==> src/verilog/priv_consts.svh <==
`ifndef PRIV_CONSTS_SVH
`define PRIV_CONSTS_SVH

// data and address width
`define PRIV_XLEN 32

// csr number width, taken from imm
`define CSR_ADDR_W 14

// destination register index
`define REG_ADDR_W 5

// exception code width
`define EXP_W 7

// icache, dcache and l2
`define CACHE_LEVELS 3

// cacop code, inst bits 4..3
`define CACOP_CODE_W 2

`endif
==> src/verilog/priv_pkg.sv <==
`default_nettype none

package priv_pkg;

`include "priv_consts.svh"

    // kept privileged operations
    typedef enum logic [2:0] {
        OP_NONE,
        OP_CSR,
        OP_ERTN,
        OP_CACOP,
        OP_BAR
    } priv_op_t;

    // csr instruction view, rj selects full-word write
    typedef struct packed {
        logic [`PRIV_XLEN-1:10] upper;
        logic [4:0]             rj;
        logic [4:0]             rd;
    } csr_fields_t;

    // cacop instruction view
    typedef struct packed {
        logic [`PRIV_XLEN-1:5]    upper;
        logic [`CACOP_CODE_W-1:0] code;
        logic                     rsvd;
        logic [1:0]               sel;
    } cacop_fields_t;

    // one word, two decodes
    typedef union packed {
        logic [`PRIV_XLEN-1:0] raw;
        csr_fields_t           csr;
        cacop_fields_t         cacop;
    } inst_word_u;

    // channel index, select 3 lands on l2
    typedef logic [1:0] cache_sel_t;

endpackage

`default_nettype wire

==> src/verilog/cache_op_if.sv <==
`timescale 1ns/1ps
`default_nettype none

`include "priv_consts.svh"

interface cache_op_if;

    // one-cycle launch, only while the channel is idle
    logic                     start;
    logic [`CACOP_CODE_W-1:0] code;
    logic [`PRIV_XLEN-1:0]    vaddr;

    // one-cycle completion, exp and badv valid with it
    logic                     done;
    logic [`EXP_W-1:0]        exp;
    logic [`PRIV_XLEN-1:0]    badv;

    modport issue (output start, output code, output vaddr, input done);

    modport channel (
        input  start, input code, input vaddr,
        output done, output exp, output badv
    );

    modport retire (input done, input exp, input badv);

endinterface

`default_nettype wire

==> src/verilog/exe_priv.sv <==
`timescale 1ns/1ps
`default_nettype none

`include "priv_consts.svh"

module exe_priv
    import priv_pkg::*;
(
    input  logic                     clk,
    input  logic                     rstn,
    input  logic                     flush_by_writeback,
    input  logic                     en_in,
    input  priv_op_t                 op,
    input  logic [`PRIV_XLEN-1:0]    inst,
    input  logic [`PRIV_XLEN-1:0]    pc_next,
    input  logic [`PRIV_XLEN-1:0]    sr0,
    input  logic [`PRIV_XLEN-1:0]    sr1,
    input  logic [`PRIV_XLEN-1:0]    imm,
    input  logic [`REG_ADDR_W-1:0]   addr_in,
    output logic                     en_out,
    output logic [`PRIV_XLEN-1:0]    pc_target,
    output logic                     flush,
    output logic                     stall,
    output logic [`PRIV_XLEN-1:0]    result,
    output logic [`REG_ADDR_W-1:0]   addr_out,
    output logic [`EXP_W-1:0]        exp_out,
    output logic [`PRIV_XLEN-1:0]    badv_out,
    // csr file
    output logic                     csr_query_en,
    output logic [`CSR_ADDR_W-1:0]   csr_addr,
    input  logic [`PRIV_XLEN-1:0]    csr_rdata,
    output logic [`PRIV_XLEN-1:0]    csr_wen,
    output logic [`PRIV_XLEN-1:0]    csr_wdata,
    // exception return
    input  logic [`PRIV_XLEN-1:0]    era,
    output logic                     restore_state,
    output logic                     llbit_clear,
    // per-level cache maintenance, index 0 is l1i
    output logic [`CACHE_LEVELS-1:0] cache_en,
    output logic [`CACOP_CODE_W-1:0] cache_code  [`CACHE_LEVELS],
    output logic [`PRIV_XLEN-1:0]    cache_vaddr [`CACHE_LEVELS],
    input  logic [`CACHE_LEVELS-1:0] cache_ready,
    input  logic [`CACHE_LEVELS-1:0] cache_complete,
    input  logic [`EXP_W-1:0]        cache_exp   [`CACHE_LEVELS],
    input  logic [`PRIV_XLEN-1:0]    cache_badv  [`CACHE_LEVELS]
);

    logic                  simple_done;
    logic [`PRIV_XLEN-1:0] simple_result;
    logic                  op_is_csr;

    cache_op_if ch [`CACHE_LEVELS] ();

    priv_issue u_issue (
        .clk(clk), .rstn(rstn), .flush_by_writeback(flush_by_writeback),
        .en_in(en_in), .op(op), .inst(inst), .pc_next(pc_next),
        .sr0(sr0), .sr1(sr1), .imm(imm), .era(era), .addr_in(addr_in),
        .csr_rdata(csr_rdata), .stall(stall), .pc_target(pc_target),
        .addr_out(addr_out), .csr_query_en(csr_query_en), .csr_addr(csr_addr),
        .csr_wen(csr_wen), .csr_wdata(csr_wdata), .restore_state(restore_state),
        .llbit_clear(llbit_clear), .simple_done(simple_done),
        .simple_result(simple_result), .op_is_csr(op_is_csr), .ch(ch)
    );

    for (genvar l = 0; l < `CACHE_LEVELS; l++) begin : g_chan
        cacop_channel u_chan (
            .clk(clk), .rstn(rstn), .flush_by_writeback(flush_by_writeback),
            .cache_en(cache_en[l]), .cache_code(cache_code[l]),
            .cache_vaddr(cache_vaddr[l]), .cache_ready(cache_ready[l]),
            .cache_complete(cache_complete[l]), .cache_exp(cache_exp[l]),
            .cache_badv(cache_badv[l]), .op(ch[l])
        );
    end

    priv_retire u_retire (
        .clk(clk), .rstn(rstn), .flush_by_writeback(flush_by_writeback),
        .simple_done(simple_done), .simple_result(simple_result),
        .op_is_csr(op_is_csr), .ch(ch), .en_out(en_out), .flush(flush),
        .result(result), .exp_out(exp_out), .badv_out(badv_out)
    );

endmodule

`default_nettype wire

==> src/verilog/priv_retire.sv <==
`timescale 1ns/1ps
`default_nettype none

`include "priv_consts.svh"

module priv_retire
    import priv_pkg::*;
(
    input  logic                  clk,
    input  logic                  rstn,
    input  logic                  flush_by_writeback,
    input  logic                  simple_done,
    input  logic [`PRIV_XLEN-1:0] simple_result,
    input  logic                  op_is_csr,
    cache_op_if.retire            ch [`CACHE_LEVELS],
    output logic                  en_out,
    output logic                  flush,
    output logic [`PRIV_XLEN-1:0] result,
    output logic [`EXP_W-1:0]     exp_out,
    output logic [`PRIV_XLEN-1:0] badv_out
);

    logic [`CACHE_LEVELS-1:0] ch_done;
    logic [`EXP_W-1:0]        ch_exp  [`CACHE_LEVELS];
    logic [`PRIV_XLEN-1:0]    ch_badv [`CACHE_LEVELS];
    cache_sel_t               done_lvl;
    logic                     cache_done;

    for (genvar l = 0; l < `CACHE_LEVELS; l++) begin : g_ch
        assign ch_done[l] = ch[l].done;
        assign ch_exp[l]  = ch[l].exp;
        assign ch_badv[l] = ch[l].badv;
    end

    // at most one channel completes, pick it
    always_comb begin
        done_lvl = '0;
        for (int i = 0; i < `CACHE_LEVELS; i++) begin
            if (ch_done[i])
                done_lvl = cache_sel_t'(i);
        end
    end

    assign cache_done = |ch_done;

    always_ff @(posedge clk) begin
        if (!rstn || flush_by_writeback) begin
            en_out   <= 1'b0;
            flush    <= 1'b0;
            result   <= '0;
            exp_out  <= '0;
            badv_out <= '0;
        end else begin
            en_out   <= simple_done || cache_done;
            flush    <= simple_done || cache_done;
            result   <= (simple_done && op_is_csr) ? simple_result : '0;
            exp_out  <= cache_done ? ch_exp[done_lvl] : '0;
            badv_out <= cache_done ? ch_badv[done_lvl] : '0;
        end
    end

endmodule

`default_nettype wire

==> src/verilog/cacop_channel.sv <==
`timescale 1ns/1ps
`default_nettype none

`include "priv_consts.svh"

module cacop_channel (
    input  logic                     clk,
    input  logic                     rstn,
    input  logic                     flush_by_writeback,
    output logic                     cache_en,
    output logic [`CACOP_CODE_W-1:0] cache_code,
    output logic [`PRIV_XLEN-1:0]    cache_vaddr,
    input  logic                     cache_ready,
    input  logic                     cache_complete,
    input  logic [`EXP_W-1:0]        cache_exp,
    input  logic [`PRIV_XLEN-1:0]    cache_badv,
    cache_op_if.channel              op
);

    typedef enum logic [1:0] {S_IDLE, S_REQ, S_WAIT, S_DONE} state_t;

    state_t                state;
    logic                  done_q;
    logic [`EXP_W-1:0]     exp_q;
    logic [`PRIV_XLEN-1:0] badv_q;

    assign op.done = done_q;
    assign op.exp  = exp_q;
    assign op.badv = badv_q;

    // request payload and outcome, meaningful only with en / done
    always_ff @(posedge clk) begin
        if (state == S_IDLE && op.start) begin
            cache_code  <= op.code;
            cache_vaddr <= op.vaddr;
        end
        if ((state == S_REQ && cache_ready || state == S_WAIT) && cache_complete) begin
            exp_q  <= cache_exp;
            badv_q <= cache_badv;
        end
    end

    always_ff @(posedge clk) begin
        if (!rstn || flush_by_writeback) begin
            state    <= S_IDLE;
            cache_en <= 1'b0;
            done_q   <= 1'b0;
        end else begin
            done_q <= 1'b0;
            case (state)
                S_IDLE: begin
                    if (op.start) begin
                        cache_en <= 1'b1;
                        state    <= S_REQ;
                    end
                end
                // en held until the cache takes it, complete may come along
                S_REQ: begin
                    if (cache_ready) begin
                        cache_en <= 1'b0;
                        state    <= cache_complete ? S_DONE : S_WAIT;
                    end
                end
                S_WAIT: begin
                    if (cache_complete)
                        state <= S_DONE;
                end
                S_DONE: begin
                    done_q <= 1'b1;
                    state  <= S_IDLE;
                end
                default: state <= S_IDLE;
            endcase
        end
    end

endmodule

`default_nettype wire

==> src/verilog/priv_issue.sv <==
`timescale 1ns/1ps
`default_nettype none

`include "priv_consts.svh"

module priv_issue
    import priv_pkg::*;
(
    input  logic                     clk,
    input  logic                     rstn,
    input  logic                     flush_by_writeback,
    input  logic                     en_in,
    input  priv_op_t                 op,
    input  logic [`PRIV_XLEN-1:0]    inst,
    input  logic [`PRIV_XLEN-1:0]    pc_next,
    input  logic [`PRIV_XLEN-1:0]    sr0,
    input  logic [`PRIV_XLEN-1:0]    sr1,
    input  logic [`PRIV_XLEN-1:0]    imm,
    input  logic [`PRIV_XLEN-1:0]    era,
    input  logic [`REG_ADDR_W-1:0]   addr_in,
    input  logic [`PRIV_XLEN-1:0]    csr_rdata,
    output logic                     stall,
    output logic [`PRIV_XLEN-1:0]    pc_target,
    output logic [`REG_ADDR_W-1:0]   addr_out,
    output logic                     csr_query_en,
    output logic [`CSR_ADDR_W-1:0]   csr_addr,
    output logic [`PRIV_XLEN-1:0]    csr_wen,
    output logic [`PRIV_XLEN-1:0]    csr_wdata,
    output logic                     restore_state,
    output logic                     llbit_clear,
    output logic                     simple_done,
    output logic [`PRIV_XLEN-1:0]    simple_result,
    output logic                     op_is_csr,
    cache_op_if.issue                ch [`CACHE_LEVELS]
);

    typedef enum logic [2:0] {S_IDLE, S_EXEC, S_FINISH, S_RETIRE, S_CACHE} state_t;

    state_t                   state;
    priv_op_t                 op_q;
    inst_word_u               inst_q;
    logic [`PRIV_XLEN-1:0]    pc_next_q;
    logic [`PRIV_XLEN-1:0]    sr0_q;
    logic [`PRIV_XLEN-1:0]    sr1_q;
    logic [`PRIV_XLEN-1:0]    imm_q;
    logic [`PRIV_XLEN-1:0]    era_q;
    logic                     start_q;
    cache_sel_t               lvl_q;
    logic [`CACOP_CODE_W-1:0] code_q;
    logic [`PRIV_XLEN-1:0]    vaddr_q;
    logic [`CACHE_LEVELS-1:0] ch_done;
    logic                     accept;

    assign accept    = en_in && (state == S_IDLE);
    assign stall     = (state != S_IDLE);
    assign op_is_csr = (op_q == OP_CSR);

    for (genvar l = 0; l < `CACHE_LEVELS; l++) begin : g_ch
        assign ch[l].start = start_q && (lvl_q == cache_sel_t'(l));
        assign ch[l].code  = code_q;
        assign ch[l].vaddr = vaddr_q;
        assign ch_done[l]  = ch[l].done;
    end

    // operands held for the whole instruction
    always_ff @(posedge clk) begin
        if (accept) begin
            op_q      <= op;
            inst_q    <= inst;
            pc_next_q <= pc_next;
            sr0_q     <= sr0;
            sr1_q     <= sr1;
            imm_q     <= imm;
            era_q     <= era;
            addr_out  <= addr_in;
        end
    end

    always_ff @(posedge clk) begin
        if (state == S_EXEC) begin
            pc_target <= (op_q == OP_ERTN) ? era_q : pc_next_q;
            csr_addr  <= imm_q[`CSR_ADDR_W-1:0];
            csr_wdata <= sr1_q;
            // rj == 1 means csrwr, everything else is masked xchg
            csr_wen   <= (inst_q.csr.rj == 5'd1) ? '1 : sr0_q;
            code_q    <= inst_q.cacop.code;
            vaddr_q   <= sr0_q + imm_q;
            if (int'(inst_q.cacop.sel) >= `CACHE_LEVELS)
                lvl_q <= cache_sel_t'(`CACHE_LEVELS - 1);
            else
                lvl_q <= inst_q.cacop.sel;
        end
        // csr file answers combinationally during the query
        if (state == S_FINISH)
            simple_result <= csr_rdata;
    end

    always_ff @(posedge clk) begin
        if (!rstn || flush_by_writeback) begin
            state         <= S_IDLE;
            start_q       <= 1'b0;
            csr_query_en  <= 1'b0;
            restore_state <= 1'b0;
            llbit_clear   <= 1'b0;
            simple_done   <= 1'b0;
        end else begin
            start_q     <= 1'b0;
            simple_done <= 1'b0;
            case (state)
                S_IDLE: begin
                    if (accept)
                        state <= S_EXEC;
                end
                S_EXEC: begin
                    csr_query_en  <= (op_q == OP_CSR);
                    restore_state <= (op_q == OP_ERTN);
                    llbit_clear   <= (op_q == OP_ERTN);
                    if (op_q == OP_CACOP) begin
                        start_q <= 1'b1;
                        state   <= S_CACHE;
                    end else begin
                        state <= S_FINISH;
                    end
                end
                S_FINISH: begin
                    csr_query_en  <= 1'b0;
                    restore_state <= 1'b0;
                    llbit_clear   <= 1'b0;
                    simple_done   <= 1'b1;
                    state         <= S_RETIRE;
                end
                // retire registers en_out on this edge
                S_RETIRE: state <= S_IDLE;
                S_CACHE: begin
                    if (ch_done[lvl_q])
                        state <= S_IDLE;
                end
                default: state <= S_IDLE;
            endcase
        end
    end

endmodule

`default_nettype wire

==> config.mk <==
export PLATFORM = sky130hd
export DESIGN_NAME = exe_priv
export DESIGN_NICKNAME = d
export VERILOG_FILES = /design/src/verilog/priv_pkg.sv /design/src/verilog/cache_op_if.sv /design/src/verilog/exe_priv.sv /design/src/verilog/priv_retire.sv /design/src/verilog/cacop_channel.sv /design/src/verilog/priv_issue.sv
export VERILOG_INCLUDE_DIRS = /design/src /design/src/verilog
export SDC_FILE = /design/constraint.sdc
export NUM_CORES = 1
export LEC_CHECK = 0
export ABC_CLOCK_PERIOD_IN_PS = 13110
export BUFFER_PORTS_ARGS = -buffer_cell sky130_fd_sc_hd__buf_2
export CAP_MARGIN = 10
export CELL_PAD_IN_SITES_DETAIL_PLACEMENT = 1
export CELL_PAD_IN_SITES_GLOBAL_PLACEMENT = 2
export CORE_MARGIN = 1.5
export CORE_UTILIZATION = 33
export DETAILED_ROUTE_END_ITERATION = 10
export PLACE_DENSITY = 0.84
export RECOVER_POWER = 100
export SYNTH_ARGS = -nofsm -noshare
export SYNTH_HDL_FRONTEND = slang
export SYNTH_SLANG_ARGS = --single-unit
==> constraint.sdc <==
create_clock -name clk -period 13.11 [get_ports clk]
set_input_delay 0.6555 -clock clk [delete_from_list [all_inputs] [get_ports clk]]
set_output_delay 0.6555 -clock clk [all_outputs]
set_load 0.02 [all_outputs]
==> flow_metrics.py, run 1 <==
metrics = {
    "sta": {
        "timing.hold.ws_ns": 0.2224,
        "setup_ws_ns": 6.345,
        "finalHoldViolations": 0,
        "tns_ns": 0,
        "worstMarginPinSlew_ns": 3.728,
        "max_slew_margin": -1.485,
        "fmax_mhz": 147.8,
        "rsz0062_at_grt": "no",
        "post-route-period-util": 0.5160,
        "setup_viol": 0,
        "skew_ns": 0.02535,
        "period_needed_ns": 6.765,
        "slew_violations": 522,
    },
    "cts": {
        "clkTransAtPathRegs_ns": 0.06,
        "cts_buffer_depth": 3,
        "clk_latency_ns": 0.61,
        "cts_resized": 0,
        "root_buffer": "clkbuf_16",
        "htreeDepth": 3,
        "cts_tree": "built",
        "clock-sinks": 665,
        "cts_buffers": 73,
        "cts_hold_buf": 0,
        "cts_setup_buffers": 0,
    },
    "floorplan": {
        "dieArea_um2": 71970,
        "initial_core_util": 0.3328,
        "die_h_um": 268.3,
        "ios": 656,
        "dieWidth_um": 268.3,
        "row_count": 97,
        "core-area_um2": 69790,
    },
    "drt": {
        "via_per_inst": 4.588,
        "dr_total_vias": 13750,
        "antenna_left": 0,
        "drc": 0,
        "wl_um": 64740,
        "wire_per_inst_um": 21.59,
        "dr.pass1.iters": 4,
        "drt_iter0_drc": 938,
    },
    "worst_setup_path": {
        "endpoint_kind": "register",
        "start_kind": "register",
        "crit_slowest_cell": "clkbuf_1",
        "path_common_cell": "clkbuf_1",
        "path_cells": "or3_1 -> nor2_4 -> clkbuf_1 -> clkbuf_1 -> buf_4",
        "worstPathRequired_ns": 13.32,
        "cp_top_family": "buffers and inverters",
        "worst-path-buf-inv": 3,
        "cpPeakStageDelay_ns": 2.38,
        "crit_type": "reg -> reg",
        "cp_max_fo": 75,
        "worstPathArrival_ns": 6.97,
    },
    "global_route": {
        "overflow": 0,
        "grt_start_max_net_pins": 145,
        "grt_pass1_wl_um": 92550,
        "grt_use_total": 0.1730,
        "grt_pass1_vias": 15120,
        "antenna_found_initial": 12,
    },
    "layout": {
        "fin_nets": 2396,
        "fin_area_um2": 29570,
        "drive_gt1_frac": 0.2461,
        "synthToLayoutAreaGrowth_pct": 27.34,
        "fin_util": 0.4238,
    },
    "power_and_ir_drop": {
        "combPwrFrac": 0.052,
        "switchingPower_mw": 1.020,
        "seq_power_share": 0.508,
        "ir_drop_mv": 0.1347,
        "power_density_nw_per_um2": 160.2,
        "p_leak_nw": 10.59,
        "power.internal_mw": 3.717,
        "switching_share": 0.2152,
        "clkPwrFrac": 0.439,
    },
    "placed_design": {
        "place_congestion": 0.7745,
        "placed_cell_area_um2": 27620,
        "place_ws_ns": 9.440,
        "port_buffers": 632,
        "dp_hpwl_um": 45170,
    },
    "synthesis": {
        "yosys.area.top_type": "edfxtp_1",
        "synth-main-ff-cell": "edfxtp_1",
        "synthTopCellsByArea": "edfxtp_1 (74%), dfxtp_1 (7.8%), ha_1 (2.5%)",
        "synth_most_common_cell": "edfxtp_1",
        "async_flop_share": 0,
        "synth_common_cells": "edfxtp_1 (574), nor2_1 (117), dfxtp_1 (91)",
        "ys_seq_elements": 665,
        "synth_edf_count": 574,
        "ys_seq_area_frac": 0.8206,
        "syn_nets": 1711,
        "synth_cell_types": 55,
        "yosysWarnings": 0,
        "synth_area_um2": 23220,
        "synth_cells": 1305,
        "syn_area_per_cell_um2": 17.80,
        "synth_top_area_frac": 0.7422,
    },
    "status": {
        "violations": "capacitance limit, slew limit",
        "status": "finished, violations left",
    },
    "worst_hold_path": {
        "hold_class": "in -> reg",
    },
    "job": {
        "max_cap_viol_count": 12,
    },
}
## power by group through the flow
stage | logic [mW] | registers, mW | clock network [mW]
6_report | 0.247 | 2.41 | 2.08
5_1_grt | 0.271 | 2.41 | 2.21
4_1_cts | 0.257 | 2.41 | 2.14
3_5_place_dp | 0.254 | 2.45 | 0
3_3_place_gp | 0.244 | 2.44 | 0
2_1_floorplan | 0.122 | 2.47 | 0
## per-stage QoR
step,power [mW],cells
2_1_floorplan,2.595,1305
5_1_grt,4.892,2996
3_3_place_gp,2.689,2855
6_report,4.737,2998
3_5_place_dp,2.704,2855
4_1_cts,4.805,2988
## final cells by class
cell class	instances	area, um^2
clock buffers	95	1952
diodes	10	25.02
flip-flops and latches	665	19060
fillers	7256	40210
repair buffers	649	2867
clock inverters	38	467.9
multi-input cells	575	3928
inverters	26	97.59
well taps	940	1176
## cell usage in the layout, fill, tap and decap left out, types with 34 or more instances in the layout
cell type | netlist | layout
edfxtp_1 | 574 | 574
clkbuf_1 | 29 | 343
buf_2 | 0 | 322
nor2_1 | 117 | 112
dfxtp_1 | 91 | 89
a21oi_1 | 81 | 82
clkbuf_16 | 0 | 75
ha_1 | 46 | 46
mux2i_1 | 40 | 40
or2_2 | 34 | 34
## sequential cells by signal (all words and copies together), names as in the netlist, 5 cells and up
| register | cells |
|---|---|
| u_issue.csr_wen | 32 |
| u_issue.sr0_q | 32 |
| g_chan.u_chan.state | 6 |
| u_issue.era_q | 32 |
| u_issue.inst_q | 9 |
| g_chan.u_chan.op.exp | 21 |
| u_retire.result | 32 |
| u_issue.sr1_q | 32 |
| u_issue.ch.vaddr | 32 |
| g_chan.u_chan.cache_vaddr | 96 |
| u_retire.badv_out | 32 |
| u_issue.csr_wdata | 32 |
| u_issue.csr_addr | 14 |
| u_issue.addr_out | 5 |
| u_issue.pc_next_q | 32 |
| u_issue.pc_target | 32 |
| g_chan.u_chan.cache_code | 6 |
| u_issue.simple_result | 32 |
| g_chan.u_chan.op.badv | 96 |
| u_issue.imm_q | 32 |
| u_retire.exp_out | 7 |
## routing by layer
layer,share of wire,track usage
met5,0.00088,0
met4,0.029,0.07222
met3,0.066,0.04628
met2,0.54,0.3235
met1,0.36,0.1818
## cells by family (layout without fill, tap and decap cells)
logic type | Yosys count | in the layout | synth area share
AO/OA/AOI/OAI | 165 | 165 | 0.04396
XOR/XNOR | 28 | 28 | 0.01056
adder cells (fa/ha/maj) | 47 | 47 | 0.02565
buffers and inverters | 65 | 808 | 0.01131
flip-flops | 665 | 665 | 0.8206
multiplexers | 72 | 72 | 0.03276
other | 0 | 10 | 0
AND/OR/NAND/NOR | 263 | 263 | 0.05512
## worst paths after layout
| path | startpoint | endpoint | slack [ns] | cells after the start |
|---|---|---|---|---|
| max | u_issue.state[1] | u_issue.imm_q[8] | 6.35 | 5 |
| min | sr1[31] | u_issue.sr1_q[31] | 0.22 | 1 |
| max reg2reg | u_issue.state[1] | u_issue.imm_q[8] | 6.35 | 5 |
| min reg2reg | u_issue.sr1_q[21] | u_issue.csr_wdata[21] | 0.42 | 0 |
Note: power is estimated with default switching activity, not from simulation.
==> inputs of run 2 (changes only) <==
--- a/config.mk
+++ b/config.mk
@@ -6,7 +6,7 @@
 export SDC_FILE = /design/constraint.sdc
 export NUM_CORES = 1
 export LEC_CHECK = 0
-export ABC_CLOCK_PERIOD_IN_PS = 13110
+export ABC_CLOCK_PERIOD_IN_PS = 5700
 export BUFFER_PORTS_ARGS = -buffer_cell sky130_fd_sc_hd__buf_2
 export CAP_MARGIN = 10
 export CELL_PAD_IN_SITES_DETAIL_PLACEMENT = 1
==> constraint.sdc (replaced) <==
create_clock -name clk -period 5.7 [get_ports clk]
set_input_delay 0.285 -clock clk [delete_from_list [all_inputs] [get_ports clk]]
set_output_delay 0.285 -clock clk [all_outputs]
set_load 0.02 [all_outputs]
==> run 2 against run 1 <==
Effect of this change: die area stayed put; count of clock-buffer cells in the layout is 4 lower; the run still ends with capacitance limit, slew limit left; final area is 11% higher; sequential share of layout area is 6.3 points lower; sequential cell count stayed put; register-to-register slack worse by 4.8 ns; worst setup slack worse by 4.8 ns; global-route usage is 3.7 points higher; sequential power is 130% higher; core utilization is 4.6 points higher; routed wire length is 21% higher; via count is 13% higher.
==> flow_metrics.py, run 2 (synthesized netlist as in run 1, its figures left out) <==
metrics = {
    "global_route": {
        "overflow": 0,
        "grt_start_max_net_pins": 149,
        "grt_pass1_wl_um": 110800,
        "antenna_found_initial": 7,
        "grt_use_total": 0.2097,
        "grt_pass1_vias": 17650,
    },
    "drt": {
        "wire_per_inst_um": 23.52,
        "drc": 0,
        "dr_total_vias": 15500,
        "via_per_inst": 4.665,
        "antenna_left": 0,
        "drt_iter0_drc": 858,
        "wl_um": 78150,
        "dr.pass1.iters": 5,
    },
    "worst_setup_path": {
        "worstPathRequired_ns": 5.91,
        "cp_max_fo": 32,
        "worst-path-buf-inv": 1,
        "worstPathArrival_ns": 4.39,
        "start_kind": "register",
        "cpPeakStageDelay_ns": 2.23,
        "startpoint": "u_issue.state[1]",
        "crit_type": "reg -> reg",
        "endpoint_kind": "register",
        "path_cells": "or3_1 -> nor2_1 -> clkbuf_1",
        "crit_slowest_cell": "nor2_1",
        "cp_top_family": "simple AND/OR/NAND/NOR gates",
        "rr_startpoint": "u_issue.state[1]",
    },
    "cts": {
        "clk_latency_ns": 0.62,
        "cts_buffers": 73,
        "cts_resized": 0,
        "root_buffer": "clkbuf_16",
        "clock-sinks": 665,
        "cts_buffer_depth": 3,
        "htreeDepth": 3,
        "clkTransAtPathRegs_ns": 0.07,
        "cts_tree": "built",
    },
    "sta": {
        "period_needed_ns": 4.175,
        "max_slew_margin": -1.482,
        "slew_violations": 479,
        "post-route-period-util": 0.7325,
        "fmax_mhz": 239.5,
        "skew_ns": 0.04736,
        "setup_viol": 0,
        "finalHoldViolations": 0,
        "rsz0062_at_grt": "no",
        "tns_ns": 0,
        "worstMarginPinSlew_ns": 3.723,
    },
    "floorplan": {
        "ios": 656,
        "dieWidth_um": 268.3,
        "initial_core_util": 0.3328,
        "row_count": 97,
        "dieArea_um2": 71970,
        "die_h_um": 268.3,
        "core-area_um2": 69790,
    },
    "layout": {
        "fin_area_um2": 32800,
        "fin_nets": 2724,
        "layout_common_cells": "edfxtp_1 (574), clkbuf_1 (394), dlygate4sd3_1 (326)",
        "drive_gt1_frac": 0.1916,
        "final_common_cell": "edfxtp_1",
        "synthToLayoutAreaGrowth_pct": 41.22,
    },
    "power_and_ir_drop": {
        "ir_drop_mv": 0.3381,
        "p_leak_nw": 11.81,
        "power_density_nw_per_um2": 343.3,
    },
    "placed_design": {
        "port_buffers": 632,
        "dp_hpwl_um": 45900,
        "place_congestion": 0.7922,
        "placed_cell_area_um2": 27660,
    },
    "worst_hold_path": {
        "hp-start": "en_in",
        "hold_class": "in -> reg",
    },
    "status": {
        "status": "finished, violations left",
        "violations": "capacitance limit, slew limit",
    },
    "job": {
        "max_cap_viol_count": 12,
    },
}
==> run 2: cell count changes in the layout (fill, tap and decap cells not counted), moves of 3 or more <==
cell / previous run / this run
clkinv_2: 9 / 12
dlygate4sd3_1: 0 / 326
clkbuf_1: 343 / 394
buf_2: 322 / 265
==> run 2: area by class of cell <==
cell class | count | area (um^2)
flip-flops and latches | 665 | 19060
multi-input cells | 575 | 3931
repair buffers | 977 | 6081
inverters | 26 | 97.59
well taps | 940 | 1176
diodes | 8 | 20.02
clock inverters | 41 | 474.2
fillers | 7202 | 36990
clock buffers | 91 | 1957
==> run 2: through the flow <==
stage | total power, mW | worst slack (ns) | instances | hold WS (ns) | util
after floorplan | 5.940 | 0.9640 | 1305 | 0.3839 | -
after CTS | 11.23 | 2.662 | 3315 | 0.01594 | 0.4779
after detailed placement | 6.223 | 2.712 | 2857 | 0.4051 | 0.3963
after global placement | 6.184 | 2.794 | 2857 | 0.4006 | 0.3963
final | 11.26 | 1.525 | 3323 | 0.05432 | 0.4700
after global routing | 11.58 | 1.249 | 3321 | 0.04986 | 0.4699
==> run 2: what timing repair did <==
| action | in CTS | in global routing |
|---|---|---|
| endpoints found under the hold margin | 326 | 0 |
| setup buffers | 0 | 0 |
| hold buffers | 326 | 0 |
==> run 2: per-layer routing <==
metal,vias to the layer above,track usage,part of all wire
li1,6909,-,-
met1,7754,0.2107,0.34
met2,619,0.3901,0.54
met3,220,0.05837,0.066
met4,0,0.1124,0.048
met5,-,0,0
==> run 2: worst paths after layout <==
check	end	slack, ns	cells past startpoint
worst max-delay path	u_issue.pc_next_q[12]	1.52	3
worst min-delay path	u_issue.state[1]	0.05	3
worst max register to register	u_issue.pc_next_q[12]	1.52	3
worst min register to register	u_issue.csr_wdata[26]	0.42	0
==> run 2: tightest hold or removal path, cell delays in order <==
cell and delay (ns):
buf_2 0.10, o211ai_1 0.11, nor2_1 0.12
==> run 2: power by group <==
group          internal, mW  switching [mW]
clock network          2.86            2.07
registers              5.47          0.0752
logic                 0.371           0.406
total                  8.71            2.55
==> inputs of run 3 (changes only) <==
--- a/config.mk
+++ b/config.mk
@@ -6,15 +6,15 @@
 export SDC_FILE = /design/constraint.sdc
 export NUM_CORES = 1
 export LEC_CHECK = 0
-export ABC_CLOCK_PERIOD_IN_PS = 5700
+export ABC_CLOCK_PERIOD_IN_PS = 4380
 export BUFFER_PORTS_ARGS = -buffer_cell sky130_fd_sc_hd__buf_2
 export CAP_MARGIN = 10
 export CELL_PAD_IN_SITES_DETAIL_PLACEMENT = 1
 export CELL_PAD_IN_SITES_GLOBAL_PLACEMENT = 2
 export CORE_MARGIN = 1.5
-export CORE_UTILIZATION = 33
+export CORE_UTILIZATION = 36
 export DETAILED_ROUTE_END_ITERATION = 10
-export PLACE_DENSITY = 0.84
+export PLACE_DENSITY = 0.87
 export RECOVER_POWER = 100
 export SYNTH_ARGS = -nofsm -noshare
 export SYNTH_HDL_FRONTEND = slang
==> constraint.sdc (replaced) <==
create_clock -name clk -period 4.38 [get_ports clk]
set_input_delay 0.219 -clock clk [delete_from_list [all_inputs] [get_ports clk]]
set_output_delay 0.219 -clock clk [all_outputs]
set_load 0.02 [all_outputs]
==> run 3 against run 2 <==
Effect of this change: the run still ends with capacitance limit, slew limit left; die area is 8.2% lower; sequential power is 30% higher; final cell count is 3.0% lower; core utilization is 4.3 points higher; combinational power is 31% higher; via count is 0.55% higher; register-to-register slack worse by 0.67 ns; critical endpoint is now g_chan[2].u_chan.cache_vaddr[14]; largest cell class unchanged.
==> flow_metrics.py, run 3 (synthesized netlist as in run 1, its figures left out) <==
metrics = {
    "floorplan": {
        "core-area_um2": 63430,
        "dieWidth_um": 257.0,
        "dieArea_um2": 66040,
        "die_h_um": 257.0,
        "initial_core_util": 0.3662,
        "ios": 656,
        "row_count": 92,
    },
    "worst_setup_path": {
        "start_kind": "register",
        "worst-path-buf-inv": 3,
        "path_common_cell": "inv_1",
        "cpPeakStageDelay_ns": 1.63,
        "crit_type": "reg -> reg",
        "path_cells": "inv_1 -> ha_1 -> inv_1 -> nor2_1 -> clkbuf_2",
        "reg2reg_slack_ns": 0.86,
        "cp_top_family": "simple AND/OR/NAND/NOR gates",
        "crit_slowest_cell": "nor2_1",
        "cp_max_fo": 19,
        "worstPathRequired_ns": 4.62,
        "worstPathArrival_ns": 3.76,
        "endpoint_kind": "register",
    },
    "cts": {
        "clk_latency_ns": 0.62,
        "cts_tree": "built",
        "clock-sinks": 665,
        "cts_buffers": 72,
        "htreeDepth": 3,
        "clkTransAtPathRegs_ns": 0.06,
        "cts_setup_buffers": 0,
        "root_buffer": "clkbuf_16",
        "cts_buffer_depth": 3,
    },
    "status": {
        "violations": "capacitance limit, slew limit",
        "status": "finished, violations left",
    },
    "global_route": {
        "grt_use_total": 0.2355,
        "grt_pass1_wl_um": 115700,
        "grt_pass1_vias": 17760,
        "antenna_found_initial": 4,
        "overflow": 0,
        "grt_start_max_net_pins": 122,
    },
    "sta": {
        "slew_violations": 666,
        "rsz0062_at_grt": "no",
        "post-route-period-util": 0.8043,
        "worstMarginPinSlew_ns": 3.072,
        "skew_ns": 0.02238,
        "tns_ns": 0,
        "finalHoldViolations": 0,
        "setup_ws_ns": 0.8571,
        "setup_viol": 0,
        "max_slew_margin": -1.048,
        "timing.hold.ws_ns": 0.08655,
        "period_needed_ns": 3.523,
        "fmax_mhz": 283.9,
    },
    "power_and_ir_drop": {
        "ir_drop_mv": 0.3978,
        "power_density_nw_per_um2": 438.4,
        "p_leak_nw": 11.78,
    },
    "drt": {
        "drt_iter0_drc": 1100,
        "dr_total_vias": 15590,
        "antenna_left": 0,
        "via_per_inst": 4.838,
        "drc": 0,
        "dr.pass1.iters": 6,
        "wire_per_inst_um": 24.44,
        "wl_um": 78750,
    },
    "placed_design": {
        "dp_hpwl_um": 45880,
        "place_ws_ns": 1.478,
        "port_buffers": 632,
        "placed_cell_area_um2": 27520,
        "place_congestion": 0.8210,
    },
    "worst_hold_path": {
        "hold_class": "in -> reg",
    },
    "layout": {
        "layout_common_cells": "edfxtp_1 (574), clkbuf_1 (384), dlygate4sd3_1 (330)",
        "fin_util": 0.5128,
        "fin_nets": 2723,
        "fillers": 6429,
        "drive_gt1_frac": 0.1909,
        "synthToLayoutAreaGrowth_pct": 40.06,
        "final_common_cell": "edfxtp_1",
        "fin_area_um2": 32530,
    },
    "job": {
        "max_cap_viol_count": 14,
    },
}
==> run 3: cell types whose count changed in the layout (fill, tap and decap cells not counted), sizes merged, moves of 4 or more <==
cell / change
bufinv: -6
clkbuf: -6
diode: -5
buf: +4
dlygate4sd3: +4
==> run 3: layout make-up <==
| type | instances | area, um^2 | area share |
|---|---|---|---|
| clock inverters | 36 | 312.8 | 0.009617 |
| diodes | 3 | 7.507 | 0.0002308 |
| inverters | 26 | 97.59 | 0.003000 |
| repair buffers | 977 | 6100 | 0.1875 |
| clock buffers | 94 | 1957 | 0.06016 |
| flip-flops and latches | 665 | 19060 | 0.5860 |
| well taps | 846 | 1059 | 0.03254 |
| multi-input cells | 575 | 3933 | 0.1209 |
==> run 3: worst paths after layout <==
| check | from | to | cells after the start |
|---|---|---|---|
| hold / removal | cache_complete[0] | g_chan[0].u_chan.state[0] | 3 |
| setup reg to reg | g_chan[2].u_chan.state[0] | g_chan[2].u_chan.cache_vaddr[14] | 5 |
| setup / recovery | g_chan[2].u_chan.state[0] | g_chan[2].u_chan.cache_vaddr[14] | 5 |
| hold reg to reg | u_issue.sr1_q[12] | u_issue.csr_wdata[12] | 0 |
==> run 3: repair_timing <==
action,in CTS,in global routing
gates resized for setup,0,0
endpoints found under the setup margin,0,0
endpoints found under the hold margin,330,0
hold buffers,330,0
==> run 3: tightest hold or removal path, stage by stage <==
cell	delay (ns)
buf_2	0.10
a211oi_1	0.07
a221oi_1	0.23
==> run 3: report_power, final <==
group	switching, mW	total (mW)	internal, mW	leakage, nW
Clock	2.65	6.02	3.36	1.11
Sequential	0.0970	7.23	7.13	6.04
Combinational	0.537	1.02	0.481	4.63
==> run 3: per-stage QoR <==
stage / total power, mW / std cells
global route: 14.67 / 3222
floorplan: 7.730 / 1305
detailed placement: 8.092 / 2759
global placement: 8.046 / 2759
CTS: 14.20 / 3219
finish: 14.26 / 3222
==> run 3: layer usage <==
metal  vias up  share of wire  global-route usage  routed length (um)
li1       6914              -                   -                   -
met1      7823           0.35              0.2476               27570
met2       635           0.55              0.4501               43270
met3       213          0.052             0.05014                4133
met4         2          0.048             0.09739                3762
met5         -        0.00017                   0                  13
